<file path="config.mk">
export PLATFORM = sky130hd
export DESIGN_NAME = decode_stage
export DESIGN_NICKNAME = d
export VERILOG_FILES = /design/src/verilog/rv_isa_pkg.sv /design/src/verilog/dec_ctrl_pkg.sv /design/src/verilog/dec_if.sv /design/src/verilog/decode_stage.sv /design/src/verilog/decode_out_reg.sv /design/src/verilog/pc_ctrl.sv /design/src/verilog/op_decoder.sv /design/src/verilog/imm_gen.sv
export SDC_FILE = /design/constraint.sdc
export NUM_CORES = 1
export LEC_CHECK = 0
export ABC_AREA = 1
export ABC_CLOCK_PERIOD_IN_PS = 12000
export BUFFER_PORTS_ARGS = -buffer_cell sky130_fd_sc_hd__buf_4
export CAP_MARGIN = 20
export CORE_MARGIN = 8
export CORE_UTILIZATION = 54
export DETAILED_ROUTE_END_ITERATION = 8
export PLACE_DENSITY = 0.93
export SETUP_SLACK_MARGIN = 0.3
export SYNTH_ARGS = -nofsm -noshare
export SYNTH_HDL_FRONTEND = slang
export SYNTH_SLANG_ARGS = --single-unit
</file>
<file path="constraint.sdc">
create_clock -name clk -period 12 [get_ports clk]
set_clock_uncertainty 0.15 [all_clocks]
set_input_delay 1.2 -clock clk [delete_from_list [all_inputs] [get_ports clk]]
set_output_delay 1.2 -clock clk [all_outputs]
set_load 0.01 [all_outputs]
</file>
<file path="src/verilog/rv_isa_pkg.sv">
`default_nettype none

package rv_isa_pkg;

	localparam int XLEN   = 32;
	localparam int REG_AW = 5;

	typedef logic [31:0]       instr_t;
	typedef logic [REG_AW-1:0] reg_addr_t;

	// ------------------------------
	// Major opcodes, bits [6:0] of the instruction word

	localparam logic [6:0] OPC_LUI      = 7'b0110111;
	localparam logic [6:0] OPC_AUIPC    = 7'b0010111;
	localparam logic [6:0] OPC_JAL      = 7'b1101111;
	localparam logic [6:0] OPC_JALR     = 7'b1100111;
	localparam logic [6:0] OPC_BRANCH   = 7'b1100011;
	localparam logic [6:0] OPC_LOAD     = 7'b0000011;
	localparam logic [6:0] OPC_STORE    = 7'b0100011;
	localparam logic [6:0] OPC_OP_IMM   = 7'b0010011;
	localparam logic [6:0] OPC_OP       = 7'b0110011;
	localparam logic [6:0] OPC_MISC_MEM = 7'b0001111;
	localparam logic [6:0] OPC_SYSTEM   = 7'b1110011;

	// ------------------------------
	// Function fields

	// SUB and SRA/SRAI set bit 30
	localparam logic [6:0] FUNCT7_ALT    = 7'b0100000;
	localparam logic [6:0] FUNCT7_MULDIV = 7'b0000001;

	// The only two SYSTEM encodings kept are fully fixed words
	localparam instr_t INSTR_ECALL  = 32'h0000_0073;
	localparam instr_t INSTR_EBREAK = 32'h0010_0073;

	localparam logic [XLEN-1:0] RESET_VECTOR = 32'h0000_0100;

endpackage

`default_nettype wire
</file>
<file path="src/verilog/dec_ctrl_pkg.sv">
`default_nettype none

package dec_ctrl_pkg;

	localparam int W_ALUOP  = 4;
	localparam int W_MEMOP  = 4;
	localparam int W_MULOP  = 3;
	localparam int W_BCOND  = 2;
	localparam int W_EXCEPT = 3;

	typedef enum logic [W_ALUOP-1:0] {
		ALUOP_ADD, ALUOP_SUB, ALUOP_SLL, ALUOP_LT, ALUOP_LTU, ALUOP_XOR,
		ALUOP_SRL, ALUOP_SRA, ALUOP_OR, ALUOP_AND, ALUOP_RS2, ALUOP_MULDIV
	} alu_op_t;

	typedef enum logic {ALUSRCA_RS1, ALUSRCA_PC} alu_src_a_t;
	typedef enum logic {ALUSRCB_RS2, ALUSRCB_IMM} alu_src_b_t;

	typedef enum logic [W_MEMOP-1:0] {
		MEMOP_NONE, MEMOP_LB, MEMOP_LH, MEMOP_LW, MEMOP_LBU, MEMOP_LHU,
		MEMOP_SB, MEMOP_SH, MEMOP_SW
	} mem_op_t;

	// Encoded in funct3 order so the decoder can take funct3 directly
	typedef enum logic [W_MULOP-1:0] {
		M_OP_MUL, M_OP_MULH, M_OP_MULHSU, M_OP_MULHU,
		M_OP_DIV, M_OP_DIVU, M_OP_REM, M_OP_REMU
	} mul_op_t;

	typedef enum logic [W_BCOND-1:0] {
		BCOND_NEVER, BCOND_ALWAYS, BCOND_ZERO, BCOND_NZERO
	} bcond_t;

	typedef enum logic [W_EXCEPT-1:0] {
		EXCEPT_NONE, EXCEPT_INSTR_ILLEGAL, EXCEPT_INSTR_FAULT, EXCEPT_ECALL, EXCEPT_EBREAK
	} except_t;

	typedef struct packed {
		rv_isa_pkg::reg_addr_t           rs1;
		rv_isa_pkg::reg_addr_t           rs2;
		rv_isa_pkg::reg_addr_t           rd;
		logic [rv_isa_pkg::XLEN-1:0]     imm;
		logic [rv_isa_pkg::XLEN-1:0]     addr_offs;
		logic                            addr_is_regoffs;
		alu_op_t                         alu_op;
		alu_src_a_t                      alusrc_a;
		alu_src_b_t                      alusrc_b;
		mem_op_t                         mem_op;
		mul_op_t                         mul_op;
		bcond_t                          bcond;
		except_t                         except;
	} dec_ctrl_t;

endpackage

`default_nettype wire

</file>
<file path="src/verilog/dec_if.sv">
`default_nettype none

interface dec_if;
	import rv_isa_pkg::*;
	import dec_ctrl_pkg::*;

	logic            valid;
	logic            ready;
	logic [XLEN-1:0] pc;
	dec_ctrl_t       ctrl;

	// The PC is attached by the stage top, not by the decoder
	modport src (
		output valid,
		output ctrl
	);

	modport dst (
		input  valid,
		input  pc,
		input  ctrl,
		output ready
	);

endinterface

`default_nettype wire

</file>
<file path="src/verilog/decode_stage.sv">
`default_nettype none

module decode_stage (
	input  logic                                clk,
	input  logic                                rst_n,

	input  logic                                instr_valid_i,
	output logic                                instr_ready_o,
	input  rv_isa_pkg::instr_t                  instr_i,
	input  logic                                fetch_err_i,

	input  logic                                jump_i,
	input  logic [rv_isa_pkg::XLEN-1:0]         jump_target_i,

	output logic                                out_valid_o,
	input  logic                                out_ready_i,
	output logic [rv_isa_pkg::XLEN-1:0]         out_pc_o,
	output rv_isa_pkg::reg_addr_t               out_rs1_o,
	output rv_isa_pkg::reg_addr_t               out_rs2_o,
	output rv_isa_pkg::reg_addr_t               out_rd_o,
	output logic [rv_isa_pkg::XLEN-1:0]         out_imm_o,
	output logic [rv_isa_pkg::XLEN-1:0]         out_addr_offs_o,
	output logic                                out_addr_is_regoffs_o,
	output logic [dec_ctrl_pkg::W_ALUOP-1:0]    out_alu_op_o,
	output logic                                out_alusrc_a_o,
	output logic                                out_alusrc_b_o,
	output logic [dec_ctrl_pkg::W_MEMOP-1:0]    out_mem_op_o,
	output logic [dec_ctrl_pkg::W_MULOP-1:0]    out_mul_op_o,
	output logic [dec_ctrl_pkg::W_BCOND-1:0]    out_bcond_o,
	output logic [dec_ctrl_pkg::W_EXCEPT-1:0]   out_except_o
);
	import rv_isa_pkg::*;
	import dec_ctrl_pkg::*;

	logic [XLEN-1:0] pc;
	logic [XLEN-1:0] imm;
	logic [XLEN-1:0] addr_offs;
	dec_ctrl_t       out_ctrl;

	dec_if dec_bus ();

	assign dec_bus.pc    = pc;
	assign instr_ready_o = dec_bus.ready;

	imm_gen u_imm_gen (
		.instr_i     (instr_i),
		.imm_o       (imm),
		.addr_offs_o (addr_offs)
	);

	op_decoder u_op_decoder (
		.instr_i       (instr_i),
		.fetch_err_i   (fetch_err_i),
		.instr_valid_i (instr_valid_i),
		.imm_i         (imm),
		.addr_offs_i   (addr_offs),
		.dec           (dec_bus.src)
	);

	pc_ctrl u_pc_ctrl (
		.clk           (clk),
		.rst_n         (rst_n),
		.instr_valid_i (instr_valid_i),
		.instr_ready_i (dec_bus.ready),
		.jump_i        (jump_i),
		.jump_target_i (jump_target_i),
		.pc_o          (pc)
	);

	decode_out_reg u_out_reg (
		.clk         (clk),
		.rst_n       (rst_n),
		.jump_i      (jump_i),
		.dec         (dec_bus.dst),
		.out_valid_o (out_valid_o),
		.out_ready_i (out_ready_i),
		.out_pc_o    (out_pc_o),
		.out_ctrl_o  (out_ctrl)
	);

	// ------------------------------
	// Struct fields out to plain ports

	assign out_rs1_o             = out_ctrl.rs1;
	assign out_rs2_o             = out_ctrl.rs2;
	assign out_rd_o              = out_ctrl.rd;
	assign out_imm_o             = out_ctrl.imm;
	assign out_addr_offs_o       = out_ctrl.addr_offs;
	assign out_addr_is_regoffs_o = out_ctrl.addr_is_regoffs;
	assign out_alu_op_o          = out_ctrl.alu_op;
	assign out_alusrc_a_o        = out_ctrl.alusrc_a;
	assign out_alusrc_b_o        = out_ctrl.alusrc_b;
	assign out_mem_op_o          = out_ctrl.mem_op;
	assign out_mul_op_o          = out_ctrl.mul_op;
	assign out_bcond_o           = out_ctrl.bcond;
	assign out_except_o          = out_ctrl.except;

endmodule

`default_nettype wire

</file>
<file path="src/verilog/decode_out_reg.sv">
`default_nettype none

module decode_out_reg (
	input  logic                          clk,
	input  logic                          rst_n,
	input  logic                          jump_i,
	dec_if.dst                            dec,
	output logic                          out_valid_o,
	input  logic                          out_ready_i,
	output logic [rv_isa_pkg::XLEN-1:0]   out_pc_o,
	output dec_ctrl_pkg::dec_ctrl_t       out_ctrl_o
);
	import rv_isa_pkg::*;
	import dec_ctrl_pkg::*;

	logic            full;
	logic            take;
	logic [XLEN-1:0] pc_q;
	dec_ctrl_t       ctrl_q;

	// Accept when empty or when the held item leaves on this same edge
	assign dec.ready = (!full || out_ready_i) && !jump_i;
	assign take      = dec.valid && dec.ready;

	assign out_valid_o = full;
	assign out_pc_o    = pc_q;
	assign out_ctrl_o  = ctrl_q;

	always_ff @(posedge clk or negedge rst_n) begin
		if (!rst_n) begin
			full <= 1'b0;
		end else if (jump_i) begin
			full <= 1'b0;
		end else if (take) begin
			full <= 1'b1;
		end else if (out_ready_i) begin
			full <= 1'b0;
		end
	end

	always_ff @(posedge clk) begin
		if (take) begin
			pc_q   <= dec.pc;
			ctrl_q <= dec.ctrl;
		end
	end

endmodule

`default_nettype wire

</file>
<file path="src/verilog/pc_ctrl.sv">
`default_nettype none

module pc_ctrl (
	input  logic                          clk,
	input  logic                          rst_n,
	input  logic                          instr_valid_i,
	input  logic                          instr_ready_i,
	input  logic                          jump_i,
	input  logic [rv_isa_pkg::XLEN-1:0]   jump_target_i,
	output logic [rv_isa_pkg::XLEN-1:0]   pc_o
);
	import rv_isa_pkg::*;

	logic [XLEN-1:0] pc;

	assign pc_o = pc;

	// A jump wins over a sequential step, ready is low during a jump anyway
	always_ff @(posedge clk or negedge rst_n) begin
		if (!rst_n) begin
			pc <= RESET_VECTOR;
		end else if (jump_i) begin
			pc <= jump_target_i;
		end else if (instr_valid_i && instr_ready_i) begin
			pc <= pc + 32'd4;
		end
	end

endmodule

`default_nettype wire

</file>
<file path="src/verilog/op_decoder.sv">
`default_nettype none

module op_decoder (
	input  rv_isa_pkg::instr_t  instr_i,
	input  logic                fetch_err_i,
	input  logic                instr_valid_i,
	input  logic [31:0]         imm_i,
	input  logic [31:0]         addr_offs_i,
	dec_if.src                  dec
);
	import rv_isa_pkg::*;
	import dec_ctrl_pkg::*;

	localparam reg_addr_t X0 = '0;

	logic [6:0] opcode;
	logic [2:0] funct3;
	logic [6:0] funct7;
	logic       illegal;
	dec_ctrl_t  ctrl;

	assign opcode = instr_i[6:0];
	assign funct3 = instr_i[14:12];
	assign funct7 = instr_i[31:25];

	// Valid is passed through untouched, it never looks at ready
	assign dec.valid = instr_valid_i;
	assign dec.ctrl  = ctrl;

	always_comb begin
		ctrl.rs1             = instr_i[19:15];
		ctrl.rs2             = instr_i[24:20];
		ctrl.rd              = instr_i[11:7];
		ctrl.imm             = imm_i;
		ctrl.addr_offs       = addr_offs_i;
		ctrl.addr_is_regoffs = 1'b0;
		ctrl.alu_op          = ALUOP_ADD;
		ctrl.alusrc_a        = ALUSRCA_RS1;
		ctrl.alusrc_b        = ALUSRCB_RS2;
		ctrl.mem_op          = MEMOP_NONE;
		ctrl.mul_op          = M_OP_MUL;
		ctrl.bcond           = BCOND_NEVER;
		ctrl.except          = EXCEPT_NONE;
		illegal              = 1'b0;

		case (opcode)
			OPC_LUI: begin
				ctrl.alu_op   = ALUOP_RS2;
				ctrl.alusrc_b = ALUSRCB_IMM;
				ctrl.rs1      = X0;
				ctrl.rs2      = X0;
			end
			OPC_AUIPC: begin
				ctrl.alusrc_a = ALUSRCA_PC;
				ctrl.alusrc_b = ALUSRCB_IMM;
				ctrl.rs1      = X0;
				ctrl.rs2      = X0;
			end
			OPC_JAL, OPC_JALR: begin
				// Link value is pc + 4, the target comes from addr_offs
				ctrl.bcond           = BCOND_ALWAYS;
				ctrl.alusrc_a        = ALUSRCA_PC;
				ctrl.alusrc_b        = ALUSRCB_IMM;
				ctrl.rs2             = X0;
				ctrl.addr_is_regoffs = (opcode == OPC_JALR);
				if (opcode == OPC_JAL)
					ctrl.rs1 = X0;
				else
					illegal = (funct3 != 3'b000);
			end
			OPC_BRANCH: begin
				ctrl.rd = X0;
				case (funct3)
					3'b000:  ctrl.alu_op = ALUOP_SUB;
					3'b001:  ctrl.alu_op = ALUOP_SUB;
					3'b100:  ctrl.alu_op = ALUOP_LT;
					3'b101:  ctrl.alu_op = ALUOP_LT;
					3'b110:  ctrl.alu_op = ALUOP_LTU;
					3'b111:  ctrl.alu_op = ALUOP_LTU;
					default: illegal = 1'b1;
				endcase
				// BEQ, BGE and BGEU take the branch on a zero ALU result
				ctrl.bcond = (funct3[0] ^ funct3[2]) ? BCOND_NZERO : BCOND_ZERO;
			end
			OPC_LOAD: begin
				ctrl.addr_is_regoffs = 1'b1;
				ctrl.rs2             = X0;
				case (funct3)
					3'b000:  ctrl.mem_op = MEMOP_LB;
					3'b001:  ctrl.mem_op = MEMOP_LH;
					3'b010:  ctrl.mem_op = MEMOP_LW;
					3'b100:  ctrl.mem_op = MEMOP_LBU;
					3'b101:  ctrl.mem_op = MEMOP_LHU;
					default: illegal = 1'b1;
				endcase
			end
			OPC_STORE: begin
				// Store data goes through the ALU as rs2
				ctrl.addr_is_regoffs = 1'b1;
				ctrl.alu_op          = ALUOP_RS2;
				ctrl.rd              = X0;
				case (funct3)
					3'b000:  ctrl.mem_op = MEMOP_SB;
					3'b001:  ctrl.mem_op = MEMOP_SH;
					3'b010:  ctrl.mem_op = MEMOP_SW;
					default: illegal = 1'b1;
				endcase
			end
			OPC_OP_IMM: begin
				ctrl.alusrc_b = ALUSRCB_IMM;
				ctrl.rs2      = X0;
				case (funct3)
					3'b000: ctrl.alu_op = ALUOP_ADD;
					3'b001: begin
						ctrl.alu_op = ALUOP_SLL;
						illegal     = (funct7 != 7'b0000000);
					end
					3'b010: ctrl.alu_op = ALUOP_LT;
					3'b011: ctrl.alu_op = ALUOP_LTU;
					3'b100: ctrl.alu_op = ALUOP_XOR;
					3'b101: begin
						ctrl.alu_op = (funct7 == FUNCT7_ALT) ? ALUOP_SRA : ALUOP_SRL;
						illegal     = (funct7 != 7'b0000000) && (funct7 != FUNCT7_ALT);
					end
					3'b110: ctrl.alu_op = ALUOP_OR;
					default: ctrl.alu_op = ALUOP_AND;
				endcase
			end
			OPC_OP: begin
				if (funct7 == FUNCT7_MULDIV) begin
					ctrl.alu_op = ALUOP_MULDIV;
					ctrl.mul_op = mul_op_t'(funct3);
				end else if (funct7 == FUNCT7_ALT) begin
					case (funct3)
						3'b000:  ctrl.alu_op = ALUOP_SUB;
						3'b101:  ctrl.alu_op = ALUOP_SRA;
						default: illegal = 1'b1;
					endcase
				end else if (funct7 == 7'b0000000) begin
					case (funct3)
						3'b000:  ctrl.alu_op = ALUOP_ADD;
						3'b001:  ctrl.alu_op = ALUOP_SLL;
						3'b010:  ctrl.alu_op = ALUOP_LT;
						3'b011:  ctrl.alu_op = ALUOP_LTU;
						3'b100:  ctrl.alu_op = ALUOP_XOR;
						3'b101:  ctrl.alu_op = ALUOP_SRL;
						3'b110:  ctrl.alu_op = ALUOP_OR;
						default: ctrl.alu_op = ALUOP_AND;
					endcase
				end else begin
					illegal = 1'b1;
				end
			end
			OPC_MISC_MEM: begin
				// FENCE runs as a no-op, rs1 and rd must be zero in the word
				ctrl.rs2 = X0;
				illegal  = (funct3 != 3'b000) || (instr_i[19:15] != X0) ||
					(instr_i[11:7] != X0);
			end
			OPC_SYSTEM: begin
				ctrl.rs1 = X0;
				ctrl.rs2 = X0;
				ctrl.rd  = X0;
				if (instr_i == INSTR_ECALL)
					ctrl.except = EXCEPT_ECALL;
				else if (instr_i == INSTR_EBREAK)
					ctrl.except = EXCEPT_EBREAK;
				else
					illegal = 1'b1;
			end
			default: illegal = 1'b1;
		endcase

		// ------------------------------
		// Faulting instructions must have no side effects in execute
		if (illegal || fetch_err_i) begin
			ctrl.rs1             = X0;
			ctrl.rs2             = X0;
			ctrl.rd              = X0;
			ctrl.mem_op          = MEMOP_NONE;
			ctrl.bcond           = BCOND_NEVER;
			ctrl.alu_op          = ALUOP_ADD;
			ctrl.addr_is_regoffs = 1'b1;
			ctrl.except          = fetch_err_i ? EXCEPT_INSTR_FAULT : EXCEPT_INSTR_ILLEGAL;
		end
	end

endmodule

`default_nettype wire

</file>
<file path="src/verilog/imm_gen.sv">
`default_nettype none

module imm_gen (
	input  rv_isa_pkg::instr_t  instr_i,
	output logic [31:0]         imm_o,
	output logic [31:0]         addr_offs_o
);
	import rv_isa_pkg::*;

	logic [31:0] imm_i;
	logic [31:0] imm_s;
	logic [31:0] imm_b;
	logic [31:0] imm_u;
	logic [31:0] imm_j;

	assign imm_i = {{21{instr_i[31]}}, instr_i[30:20]};
	assign imm_s = {{21{instr_i[31]}}, instr_i[30:25], instr_i[11:7]};
	assign imm_b = {{20{instr_i[31]}}, instr_i[7], instr_i[30:25], instr_i[11:8], 1'b0};
	assign imm_u = {instr_i[31:12], 12'h000};
	assign imm_j = {{12{instr_i[31]}}, instr_i[19:12], instr_i[20], instr_i[30:21], 1'b0};

	// Jumps put the link value pc + 4 through the ALU, so their ALU immediate is 4
	always_comb begin
		case (instr_i[6:0])
			OPC_LUI, OPC_AUIPC: imm_o = imm_u;
			OPC_JAL, OPC_JALR:  imm_o = 32'h0000_0004;
			default:            imm_o = imm_i;
		endcase
	end

	always_comb begin
		case (instr_i[6:0])
			OPC_JAL:            addr_offs_o = imm_j;
			OPC_BRANCH:         addr_offs_o = imm_b;
			OPC_STORE:          addr_offs_o = imm_s;
			OPC_LOAD, OPC_JALR: addr_offs_o = imm_i;
			default:            addr_offs_o = 32'h0000_0000;
		endcase
	end

endmodule

`default_nettype wire

</file>
==> qor.log, run 1 <==
[outcome] outcome finished clean
[timing] Hold Slack 0.302 ns
[global_route] initial antenna violation count 0
[place] detailed placement HPWL 14700 um
[logic_synthesis] number of enable flip-flop cells after synthesis 119
[worst_setup_path] reg2reg end u_pc_ctrl.pc_o[27]$_DFFE_PN0N_
[worst_setup_path] CP Data Arrival Time 3.95 ns
[die] row count 41
[timing] number of hold violations in the final report 0
[worst_setup_path] count of cells along the worst register-to-register path 8
[cells_and_area] fill count 887
[timing] worst slew pin tran 0.886 ns
[cells_and_area] final antenna diode count 0
[timing] worst slew margin relative to its limit 40.9%
[cells_and_area] final non-filler cell area 9160 um2
[cells_and_area] final cell utilization of the core 72.6%
[clock_network] Clk pin slew, worst setup/hold paths 0.06 ns
[worst_setup_path] cell depth of the worst setup path 7
[route] overall via count from detail_route 5951
[route] residual DRC count 0
[cells_and_area] fraction of layout cells with a size suffix above 1 29.0%
[logic_synthesis] area leader, netlist edfxtp_1
[route] number of antenna-violating nets in the routed design 0
[cells_and_area] Synth-to-Final Area Change 31.5%
[power_and_ir_drop] power per cell area 146 nW/um2
[die] core area 12600 um2
[logic_synthesis] post-synthesis instance area 6960 um2
[logic_synthesis] count of yosys warnings during synthesis 0
[worst_setup_path] Reg2Reg Setup Slack 8.84 ns
[power_and_ir_drop] Static Leak 3.86 nW
[die] initial cell density of the core 55.2%
[worst_setup_path] Buffers & Inverters on Critical Path 3
[clock_network] clock latency of the later-clocked register in the worst-skew pair 0.43 ns
[die] total die area 16800 um2
[logic_synthesis] post-synthesis cell count 682
[clock_network] Max clock buf depth 2
[logic_synthesis] Cell variety after synth 39
[global_route] wire length of the first global-routing pass 30900 um
[cells_and_area] Non-Filler Instances 1061
[worst_setup_path] top fanout value on the critical path 77
[timing] final max-slew violation count 0
[global_route] total grt overflow 0
[global_route] all-layer global routing usage 24.2%
[cells_and_area] final-stage net count 947
[logic_synthesis] ranking of synthesized cells by instance count nand2_1 (140), edfxtp_1 (119), nor2_1 (107)
[worst_setup_path] data required time at the worst endpoint 12.20 ns
[logic_synthesis] share of flip-flops with an asynchronous set or reset 21.7%
[timing] Final min period 3.75 ns
[place] count of buffers from port buffering 201
[place] DP Area 8540 um2
[clock_network] buffer type at the clock tree root clkbuf_16
[route] detailed-routing iteration count for the pre-antenna-repair pass 5
[flow_run] Max-cap violations 0
[route] wire length after detailed routing 20800 um
[clock_network] count of clock tree sinks 152
[logic_synthesis] net count of the mapped netlist 753
[timing] share of the clock period used by the worst path after layout 31.3%
[clock_network] CTS buffer count 17
[timing] final worst-path setup slack 8.25 ns
[clock_network] Post-CTS Hold Fix Bufs 0
[place] post-placement worst setup slack 7.84 ns
[die] Vert. Die Dim 130 um
[route] routed wire length per instance 19.6 um
[worst_setup_path] start point of the critical path jump_i
[worst_setup_path] delay of the slowest cell on the worst path 0.83 ns
[timing] aggregate negative setup slack 0 ns
[route] Via-to-Cell Ratio 5.61
[clock_network] total setup buffers inserted after CTS 0
[logic_synthesis] proportion of netlist area held by the largest area contributor 51.3%
[worst_setup_path] crit-path cells buf_4 > nor2_1 > nand2_1 > inv_4 > buf_4 > o21ai_0 > o21ai_0
[worst_setup_path] start of the worst register-to-register path u_out_reg.out_valid_o$_DFFE_PN0P_
[worst_hold_path] class of the tightest hold or removal check flip-flop to flip-flop
[power_and_ir_drop] peak supply drop 0.000131 V
[logic_synthesis] dominant cells by area after synthesis edfxtp_1 (51%), dfrtp_1 (12%), nand2_1 (7.5%)
[timing] max frequency 266 MHz
[clock_network] htree depth 4
[route] number of violations reported at the end of detailed-routing iteration 0 725
[timing] setup repair after global routing missed its margin no
[global_route] vias in the first global route 5819
[die] horizontal die dimension 130 um
[worst_setup_path] type of destination of the critical path flip-flop
[logic_synthesis] most used flip-flop cell after synthesis edfxtp_1
[timing] total setup violations reported at the end of the flow 0
[logic_synthesis] mean instance size in the synthesized netlist 10.2 um2
[global_route] largest net degree at the start of global routing 78
[worst_setup_path] crit path max-delay cell type buf_4
[logic_synthesis] count of state elements after synthesis 152
[worst_setup_path] crit start category input port
[worst_setup_path] Setup crit end u_pc_ctrl.pc_o[27]$_DFFE_PN0N_
[worst_setup_path] Worst Setup Path Type input port to flip-flop
[die] io pins 202
[place] final estimated routing congestion in global placement 0.918
[clock_network] count of cells resized by post-cts repair 0
[logic_synthesis] cell with the most instances after synthesis nand2_1
[worst_setup_path] crit-path leading delay family buffers and inverters
[clock_network] CTS tree yes
[place] cell count after placement 1029
[power_and_ir_drop] Power, Total 1.34 mW
[logic_synthesis] sequential element share of the synthesized area 63.2%
## final cells by class
cell class	count	area, um2	area share [%]
tap	172	215	2.35
inverter	64	243	2.65
clock buffer	25	551	6.01
sequential	152	4400	48.0
clock inverter	7	72.6	0.792
multi-input combinational	439	2160	23.6
timing repair buffer	202	1520	16.6
## layer usage
layer / share of wire, % / GRT usage [%]
met1: 35 / 27.3
met4: 3.5 / 11.5
met5: 0 / 0
met2: 51 / 41.6
met3: 11 / 6.94
## cell families after synthesis
group                      after synthesis  synth area share [%]
AOI/OAI and AO/OA                       96                  8.57
xor gates and xnor gates                20                  2.52
adders and majority gates                1                 0.180
buffers and inverters                   91                  5.77
DFF                                    152                  63.2
and+or+nand+nor                        322                  19.8
## placed cells by master (no fill, tap or decap), types with 2 or more instances in the layout
cell type,instances
nor2_2,11
o211ai_1,7
nand2_2,4
nor2_4,2
buf_4,202
nand4_1,8
inv_4,3
nand2_1,140
a22oi_1,18
inv_1,62
dfrtp_1,32
edfxtp_1,119
o21ai_0,47
xnor2_1,5
nor2_1,107
nor3_1,14
o22ai_1,7
xor2_1,15
a21boi_0,2
clkbuf_1,3
o21ai_2,2
a21oi_1,6
clkbuf_16,21
o221ai_1,2
inv_6,2
nand3_1,30
## state kept, by name, summed over array words and instances, names as in the netlist
register	cells
u_out_reg.out_ctrl_o	87
u_out_reg.out_pc_o	32
u_pc_ctrl.pc_o	32
u_out_reg.out_valid_o	1
## report_power, final
group / switching, mW / total [mW] / internal, mW / leakage, nW
Combinational: 0.0865 / 0.149 / 0.0624 / 2.08
Sequential: 0.0267 / 0.635 / 0.608 / 1.48
Clock: 0.214 / 0.556 / 0.342 / 0.306
## worst min-delay path by stage
stage	from	endpoint	cells after the start
6_report	u_pc_ctrl.pc_o[1]$_DFFE_PN0P_	u_out_reg.out_pc_o[1]$_DFFE_PP_	0
4_1_cts	u_pc_ctrl.pc_o[1]$_DFFE_PN0P_	u_out_reg.out_pc_o[1]$_DFFE_PP_	0
3_5_place_dp	u_pc_ctrl.pc_o[1]$_DFFE_PN0P_	u_out_reg.out_pc_o[1]$_DFFE_PP_	0
2_1_floorplan	u_pc_ctrl.pc_o[0]$_DFFE_PN0P_	u_out_reg.out_pc_o[0]$_DFFE_PP_	0
5_1_grt	u_pc_ctrl.pc_o[1]$_DFFE_PN0P_	u_out_reg.out_pc_o[1]$_DFFE_PP_	0
3_3_place_gp	u_pc_ctrl.pc_o[1]$_DFFE_PN0P_	u_out_reg.out_pc_o[1]$_DFFE_PP_	0
No activity file was read; power rests on OpenSTA's default activity.
==> inputs of run 2 (changes only) <==
--- a/config.mk
+++ b/config.mk
@@ -6,13 +6,13 @@
 export NUM_CORES = 1
 export LEC_CHECK = 0
 export ABC_AREA = 1
-export ABC_CLOCK_PERIOD_IN_PS = 12000
+export ABC_CLOCK_PERIOD_IN_PS = 3500
 export BUFFER_PORTS_ARGS = -buffer_cell sky130_fd_sc_hd__buf_4
 export CAP_MARGIN = 20
 export CORE_MARGIN = 8
-export CORE_UTILIZATION = 54
+export CORE_UTILIZATION = 52
 export DETAILED_ROUTE_END_ITERATION = 8
-export PLACE_DENSITY = 0.93
+export PLACE_DENSITY = 0.9
 export SETUP_SLACK_MARGIN = 0.3
 export SYNTH_ARGS = -nofsm -noshare
 export SYNTH_HDL_FRONTEND = slang
==> constraint.sdc (replaced) <==
create_clock -name clk -period 3.5 [get_ports clk]
set_clock_uncertainty 0.15 [all_clocks]
set_input_delay 0.35 -clock clk [delete_from_list [all_inputs] [get_ports clk]]
set_output_delay 0.35 -clock clk [all_outputs]
set_load 0.01 [all_outputs]
==> qor.log, run 2 (synthesis results as in run 1) <==
[cells_and_area] register cell area after layout 4400 um2
[route] highest routing layer actually used met4
[power_and_ir_drop] Internal 3.47 mW
[place] count of buffers from port buffering 201
[global_route] wire length of the first global-routing pass 32200 um
[worst_setup_path] crit path max-delay cell type inv_1
[timing] number of hold violations in the final report 0
[worst_setup_path] top fanout value on the critical path 24
[power_and_ir_drop] fraction of power consumed by combinational cells 11.3%
[worst_setup_path] CP Data Arrival Time 2.76 ns
[power_and_ir_drop] power per cell area 495 nW/um2
[place] detailed placement HPWL 14800 um
[route] met2 routed wirelength 10300 um
[clock_network] count of cells resized by post-cts repair 0
[clock_network] CTS tree yes
[worst_setup_path] data required time at the worst endpoint 3.71 ns
[place] post-placement worst setup slack 0.793 ns
[route] wire length after detailed routing 20700 um
[timing] final max-slew violation count 0
[timing] Final min period 2.56 ns
[route] residual DRC count 0
[power_and_ir_drop] Clock power frac 41.3%
[timing] worst slew pin tran 0.816 ns
[route] detailed-routing iteration count for the pre-antenna-repair pass 5
[die] total die area 17300 um2
[timing] final worst-path setup slack 0.943 ns
[die] core area 13100 um2
[die] horizontal die dimension 132 um
[global_route] initial antenna violation count 0
[clock_network] htree depth 4
[route] Met1 Wirelength 7730 um
[flow_run] Max-cap violations 0
[cells_and_area] commonest non-fill, non-tap cell in the layout buf_4
[cells_and_area] multi-input gate area in the final layout 2160 um2
[worst_setup_path] delay of the slowest cell on the worst path 0.69 ns
[power_and_ir_drop] fraction of power consumed by sequential logic 47.3%
[clock_network] buffer type at the clock tree root clkbuf_16
[timing] setup repair after global routing missed its margin no
[timing] max frequency 391 MHz
[timing] aggregate negative setup slack 0 ns
[die] row count 42
[die] initial cell density of the core 53.0%
[global_route] vias in the first global route 5770
[outcome] outcome finished clean
[timing] worst slew margin relative to its limit 45.6%
[worst_setup_path] type of destination of the critical path flip-flop
[clock_network] count of clock tree sinks 152
[global_route] total grt overflow 0
[route] routed wire length per instance 19.2 um
[cells_and_area] top library cells by usage in the layout, fill and taps aside buf_4 (205), nand2_1 (140), edfxtp_1 (119)
[worst_setup_path] crit-path cells dlygate4sd3_1 > buf_4 > nand2_1 > nand2_1 > inv_1 > a22oi_1 > nand2_1
[cells_and_area] final-stage net count 959
[route] number of antenna-violating nets in the routed design 0
[clock_network] clock latency of the later-clocked register in the worst-skew pair 0.43 ns
[clock_network] CTS buffer count 17
[power_and_ir_drop] fraction of power spent switching nets 24.6%
[die] Vert. Die Dim 132 um
[cells_and_area] fill count 920
[cells_and_area] Synth-to-Final Area Change 33.4%
[timing] total setup violations reported at the end of the flow 0
[power_and_ir_drop] peak supply drop 0.000343 V
[timing] share of the clock period used by the worst path after layout 73.1%
[cells_and_area] final antenna diode count 0
[place] final estimated routing congestion in global placement 0.896
[worst_setup_path] crit-path most repeated cell nand2_1
[power_and_ir_drop] net switching power of the design 1.13 mW
[power_and_ir_drop] Power, Total 4.60 mW
[die] io pins 202
[route] number of violations reported at the end of detailed-routing iteration 0 769
[worst_setup_path] crit start category input port
[clock_network] Clk pin slew, worst setup/hold paths 0.06 ns
[route] metal3 WL 2010 um
[cells_and_area] fraction of layout cells with a size suffix above 1 29.4%
[clock_network] Max clock buf depth 2
[worst_setup_path] Worst Setup Path Type input port to flip-flop
[route] overall via count from detail_route 5964
[route] Via-to-Cell Ratio 5.54
[worst_hold_path] class of the tightest hold or removal check input port to flip-flop
[global_route] largest net degree at the start of global routing 62
[cells_and_area] flip-flop count of the largest register, all copies and words added 87
[power_and_ir_drop] Static Leak 3.92 nW
[global_route] all-layer global routing usage 23.7%
run 2: changes by cell type in the layout (fill, tap and decap cells not counted), sizes merged:
cell	before	now
buf	202	206
bufinv	1	2
clkbuf	25	20
clkinv	1	4
clkinvlp	1	2
dlygate4sd3	0	8
run 2: path summary, 6_finish.rpt:
| path | from | slack, ns | end | depth (start not counted) |
|---|---|---|---|---|
| worst max-delay path | instr_valid_i | 0.94 | u_pc_ctrl.pc_o[26]$_DFFE_PN0N_ | 7 |
| worst min-delay path | jump_target_i[21] | 0.01 | u_pc_ctrl.pc_o[21]$_DFFE_PN0N_ | 3 |
| worst max register to register | u_out_reg.out_valid_o$_DFFE_PN0P_ | 0.94 | u_pc_ctrl.pc_o[26]$_DFFE_PN0N_ | 8 |
| worst min register to register | u_pc_ctrl.pc_o[1]$_DFFE_PN0P_ | 0.31 | u_out_reg.out_pc_o[1]$_DFFE_PP_ | 0 |
| max in group asynchronous | rst_n | 2.59 | u_pc_ctrl.pc_o[8]$_DFFE_PN1N_ | 2 |
| min in group asynchronous | rst_n | 0.27 | u_pc_ctrl.pc_o[22]$_DFFE_PN0N_ | 2 |
run 2: critical path, delay by kind of cell:
kind            cells  cell delay, ns
compound gates      1            0.20
buf+inv             3            1.35
simple gates        3            0.86
run 2: metal layers:
metal	vias up	GRT usage [%]
met2	410	39.2
met4	0	10.8
met3	47	6.86
met1	2776	28.2
met5	-	0
li1	2731	-
run 2: what timing repair did:
action | 4_1_cts | 5_1_grt
endpoints found under the hold margin | 39 | 0
endpoints found under the setup margin | 0 | 0
buffers inserted | 0 | 0
hold buffers | 8 | 0
run 2: metrics by stage:
stage	hold slack (ns)	instances	util (%)	instance area (um2)
after floorplan	-0.0956	682	-	6960
final	0.0109	1077	70.7	9290
after global placement	0.168	1037	65.3	8580
after global routing	0.0118	1077	70.7	9290
after detailed placement	0.174	1037	65.3	8580
after CTS	0.000955	1077	70.7	9290
run 2: layout make-up:
cell class	count	share of cell area [%]
multi-input combinational	439	23.3
timing repair buffer	214	17.6
clock buffer	20	5.27
tap	176	2.37
clock inverter	12	1.45
sequential	152	47.4
inverter	64	2.61
run 2: power groups by stage:
stage / registers [mW] / logic, mW / clock network (mW)
final: 2.18 / 0.520 / 1.90
after global routing: 2.19 / 0.565 / 1.98
after CTS: 2.17 / 0.517 / 1.91
after detailed placement: 2.21 / 0.503 / 0
after global placement: 2.20 / 0.487 / 0
after floorplan: 2.22 / 0.220 / 0
==> inputs of run 3 (changes only) <==
--- a/config.mk
+++ b/config.mk
@@ -6,13 +6,13 @@
 export NUM_CORES = 1
 export LEC_CHECK = 0
 export ABC_AREA = 1
-export ABC_CLOCK_PERIOD_IN_PS = 3500
+export ABC_CLOCK_PERIOD_IN_PS = 2350
 export BUFFER_PORTS_ARGS = -buffer_cell sky130_fd_sc_hd__buf_4
 export CAP_MARGIN = 20
 export CORE_MARGIN = 8
-export CORE_UTILIZATION = 52
+export CORE_UTILIZATION = 47
 export DETAILED_ROUTE_END_ITERATION = 8
-export PLACE_DENSITY = 0.9
+export PLACE_DENSITY = 0.86
 export SETUP_SLACK_MARGIN = 0.3
 export SYNTH_ARGS = -nofsm -noshare
 export SYNTH_HDL_FRONTEND = slang
==> constraint.sdc (replaced) <==
create_clock -name clk -period 2.35 [get_ports clk]
set_clock_uncertainty 0.15 [all_clocks]
set_input_delay 0.235 -clock clk [delete_from_list [all_inputs] [get_ports clk]]
set_output_delay 0.235 -clock clk [all_outputs]
set_load 0.01 [all_outputs]
==> qor.log, run 3 (synthesis results as in run 1) <==
[outcome] outcome finished clean
[route] Via-to-Cell Ratio 5.48
[global_route] vias in the first global route 6124
[place] final estimated routing congestion in global placement 0.905
[worst_hold_path] startpoint of the tightest hold check path instr_i[10]
[worst_setup_path] data required time at the worst endpoint 2.54 ns
[cells_and_area] final cell utilization of the core 67.9%
[route] routed wire length per instance 19.3 um
[timing] max frequency 506 MHz
[power_and_ir_drop] Power, Total 6.84 mW
[worst_setup_path] type of destination of the critical path flip-flop
[clock_network] clock latency of the later-clocked register in the worst-skew pair 0.42 ns
[global_route] all-layer global routing usage 22.4%
[cells_and_area] top library cells by usage in the layout, fill and taps aside buf_4 (220), nand2_1 (138), edfxtp_1 (119)
[clock_network] buffer type at the clock tree root clkbuf_16
[place] count of buffers from port buffering 201
[worst_setup_path] CP Data Arrival Time 2.16 ns
[global_route] wire length of the first global-routing pass 32300 um
[cells_and_area] multi-input gate area in the final layout 2230 um2
[worst_setup_path] crit-path most repeated cell o21ai_0
[cells_and_area] Synth-to-Final Area Change 41.2%
[cells_and_area] final non-filler cell area 9830 um2
[timing] aggregate negative setup slack 0 ns
[global_route] total grt overflow 0
[worst_setup_path] Worst Setup Path Type flip-flop to flip-flop
[route] number of violations reported at the end of detailed-routing iteration 0 700
[clock_network] CTS buffer count 17
[die] initial cell density of the core 48.1%
[worst_setup_path] crit path max-delay cell type dfrtp_1
[cells_and_area] final antenna diode count 0
[worst_hold_path] cell depth of the worst min-delay path 3
[clock_network] Max clock buf depth 2
[cells_and_area] fill count 1060
[place] detailed placement HPWL 15300 um
[timing] total setup violations reported at the end of the flow 0
[timing] final worst-path setup slack 0.373 ns
[route] detailed-routing iteration count for the pre-antenna-repair pass 7
[timing] worst slew margin relative to its limit 69.2%
[flow_run] Max-cap violations 0
[clock_network] Clk pin slew, worst setup/hold paths 0.06 ns
[cells_and_area] final-stage net count 1008
[die] Vert. Die Dim 138 um
[cells_and_area] commonest non-fill, non-tap cell in the layout buf_4
[place] cell count after placement 1060
[clock_network] CTS tree yes
[route] overall via count from detail_route 6213
[cells_and_area] flip-flop count of the largest register, all copies and words added 87
[route] number of antenna-violating nets in the routed design 0
[worst_setup_path] crit start category flip-flop
[global_route] largest net degree at the start of global routing 35
[timing] setup repair after global routing missed its margin no
[worst_setup_path] crit-path cells nand2_1 > inv_1 > nor2_1 > nand2_2 > bufinv_16 > buf_4 > o21ai_0 > o21ai_0
[route] wire length after detailed routing 21900 um
[timing] worst slew pin tran 0.461 ns
[die] horizontal die dimension 138 um
[die] core area 14500 um2
[global_route] initial antenna violation count 0
[worst_setup_path] top fanout value on the critical path 20
[cells_and_area] Non-Filler Instances 1134
[timing] Hold Slack 0.0196 ns
[cells_and_area] register cell area after layout 4400 um2
[timing] number of hold violations in the final report 0
[cells_and_area] fraction of layout cells with a size suffix above 1 30.1%
[timing] Final min period 1.98 ns
[power_and_ir_drop] peak supply drop 0.000491 V
[die] io pins 202
[timing] share of the clock period used by the worst path after layout 84.1%
[place] DP Area 8740 um2
[worst_hold_path] class of the tightest hold or removal check input port to flip-flop
[timing] final max-slew violation count 0
[worst_setup_path] start of the worst register-to-register path u_out_reg.out_valid_o$_DFFE_PN0P_
[worst_setup_path] start point of the critical path u_out_reg.out_valid_o$_DFFE_PN0P_
[clock_network] count of clock tree sinks 152
[die] row count 44
[route] residual DRC count 0
[place] post-placement worst setup slack 0.0860 ns
[die] total die area 19000 um2
[worst_setup_path] delay of the slowest cell on the worst path 0.38 ns
[power_and_ir_drop] power per cell area 695 nW/um2
[clock_network] htree depth 4
[power_and_ir_drop] Static Leak 4.16 nW
[worst_setup_path] count of cells along the worst register-to-register path 8
-- run 3: what timing repair did --
item,in CTS,in global routing
pin swaps,1,1
setup buffers,2,1
setup endpoints to repair,3,124
hold buffers,39,0
gates resized for setup,4,14
endpoints found under the hold margin,71,0
-- run 3: critical path: cells and delay by family, from the launching register on --
| family | cells | cell delay, ns |
|---|---|---|
| flip-flops | 1 | 0.38 |
| AO/OA/AOI/OAI | 2 | 0.27 |
| AND/OR/NAND/NOR | 3 | 0.48 |
| buffers and inverters | 3 | 0.60 |
-- run 3: path summary, 6_finish.rpt --
path | endpoint | slack [ns]
setup / recovery | u_pc_ctrl.pc_o[31]$_DFFE_PN0N_ | 0.37
hold / removal | u_out_reg.out_ctrl_o[86]$_SDFFCE_PP0P_ | 0.02
setup reg to reg | u_pc_ctrl.pc_o[31]$_DFFE_PN0N_ | 0.37
hold reg to reg | u_out_reg.out_pc_o[1]$_DFFE_PP_ | 0.31
max in group asynchronous | u_pc_ctrl.pc_o[8]$_DFFE_PN1N_ | 1.54
min in group asynchronous | u_pc_ctrl.pc_o[31]$_DFFE_PN0N_ | 0.16
-- run 3: layout make-up --
type / count / share of cell area (%)
multi-input cells: 439 / 22.6
clock buffers: 20 / 4.44
well taps: 184 / 2.34
flip-flops and latches: 152 / 44.8
clock inverters: 12 / 1.51
inverters: 64 / 2.71
repair buffers: 263 / 21.6
-- run 3: metal layers --
metal	GRT usage (%)	share of wire [%]
met4	8.54	3.2
met1	25.0	36
met5	0	0
met2	39.4	50
met3	6.89	11
-- run 3: report_power, final --
group / internal, mW / switching, mW / total (mW)
combinational: 0.400 / 0.473 / 0.873
clock: 1.67 / 1.06 / 2.73
sequential: 3.10 / 0.132 / 3.23
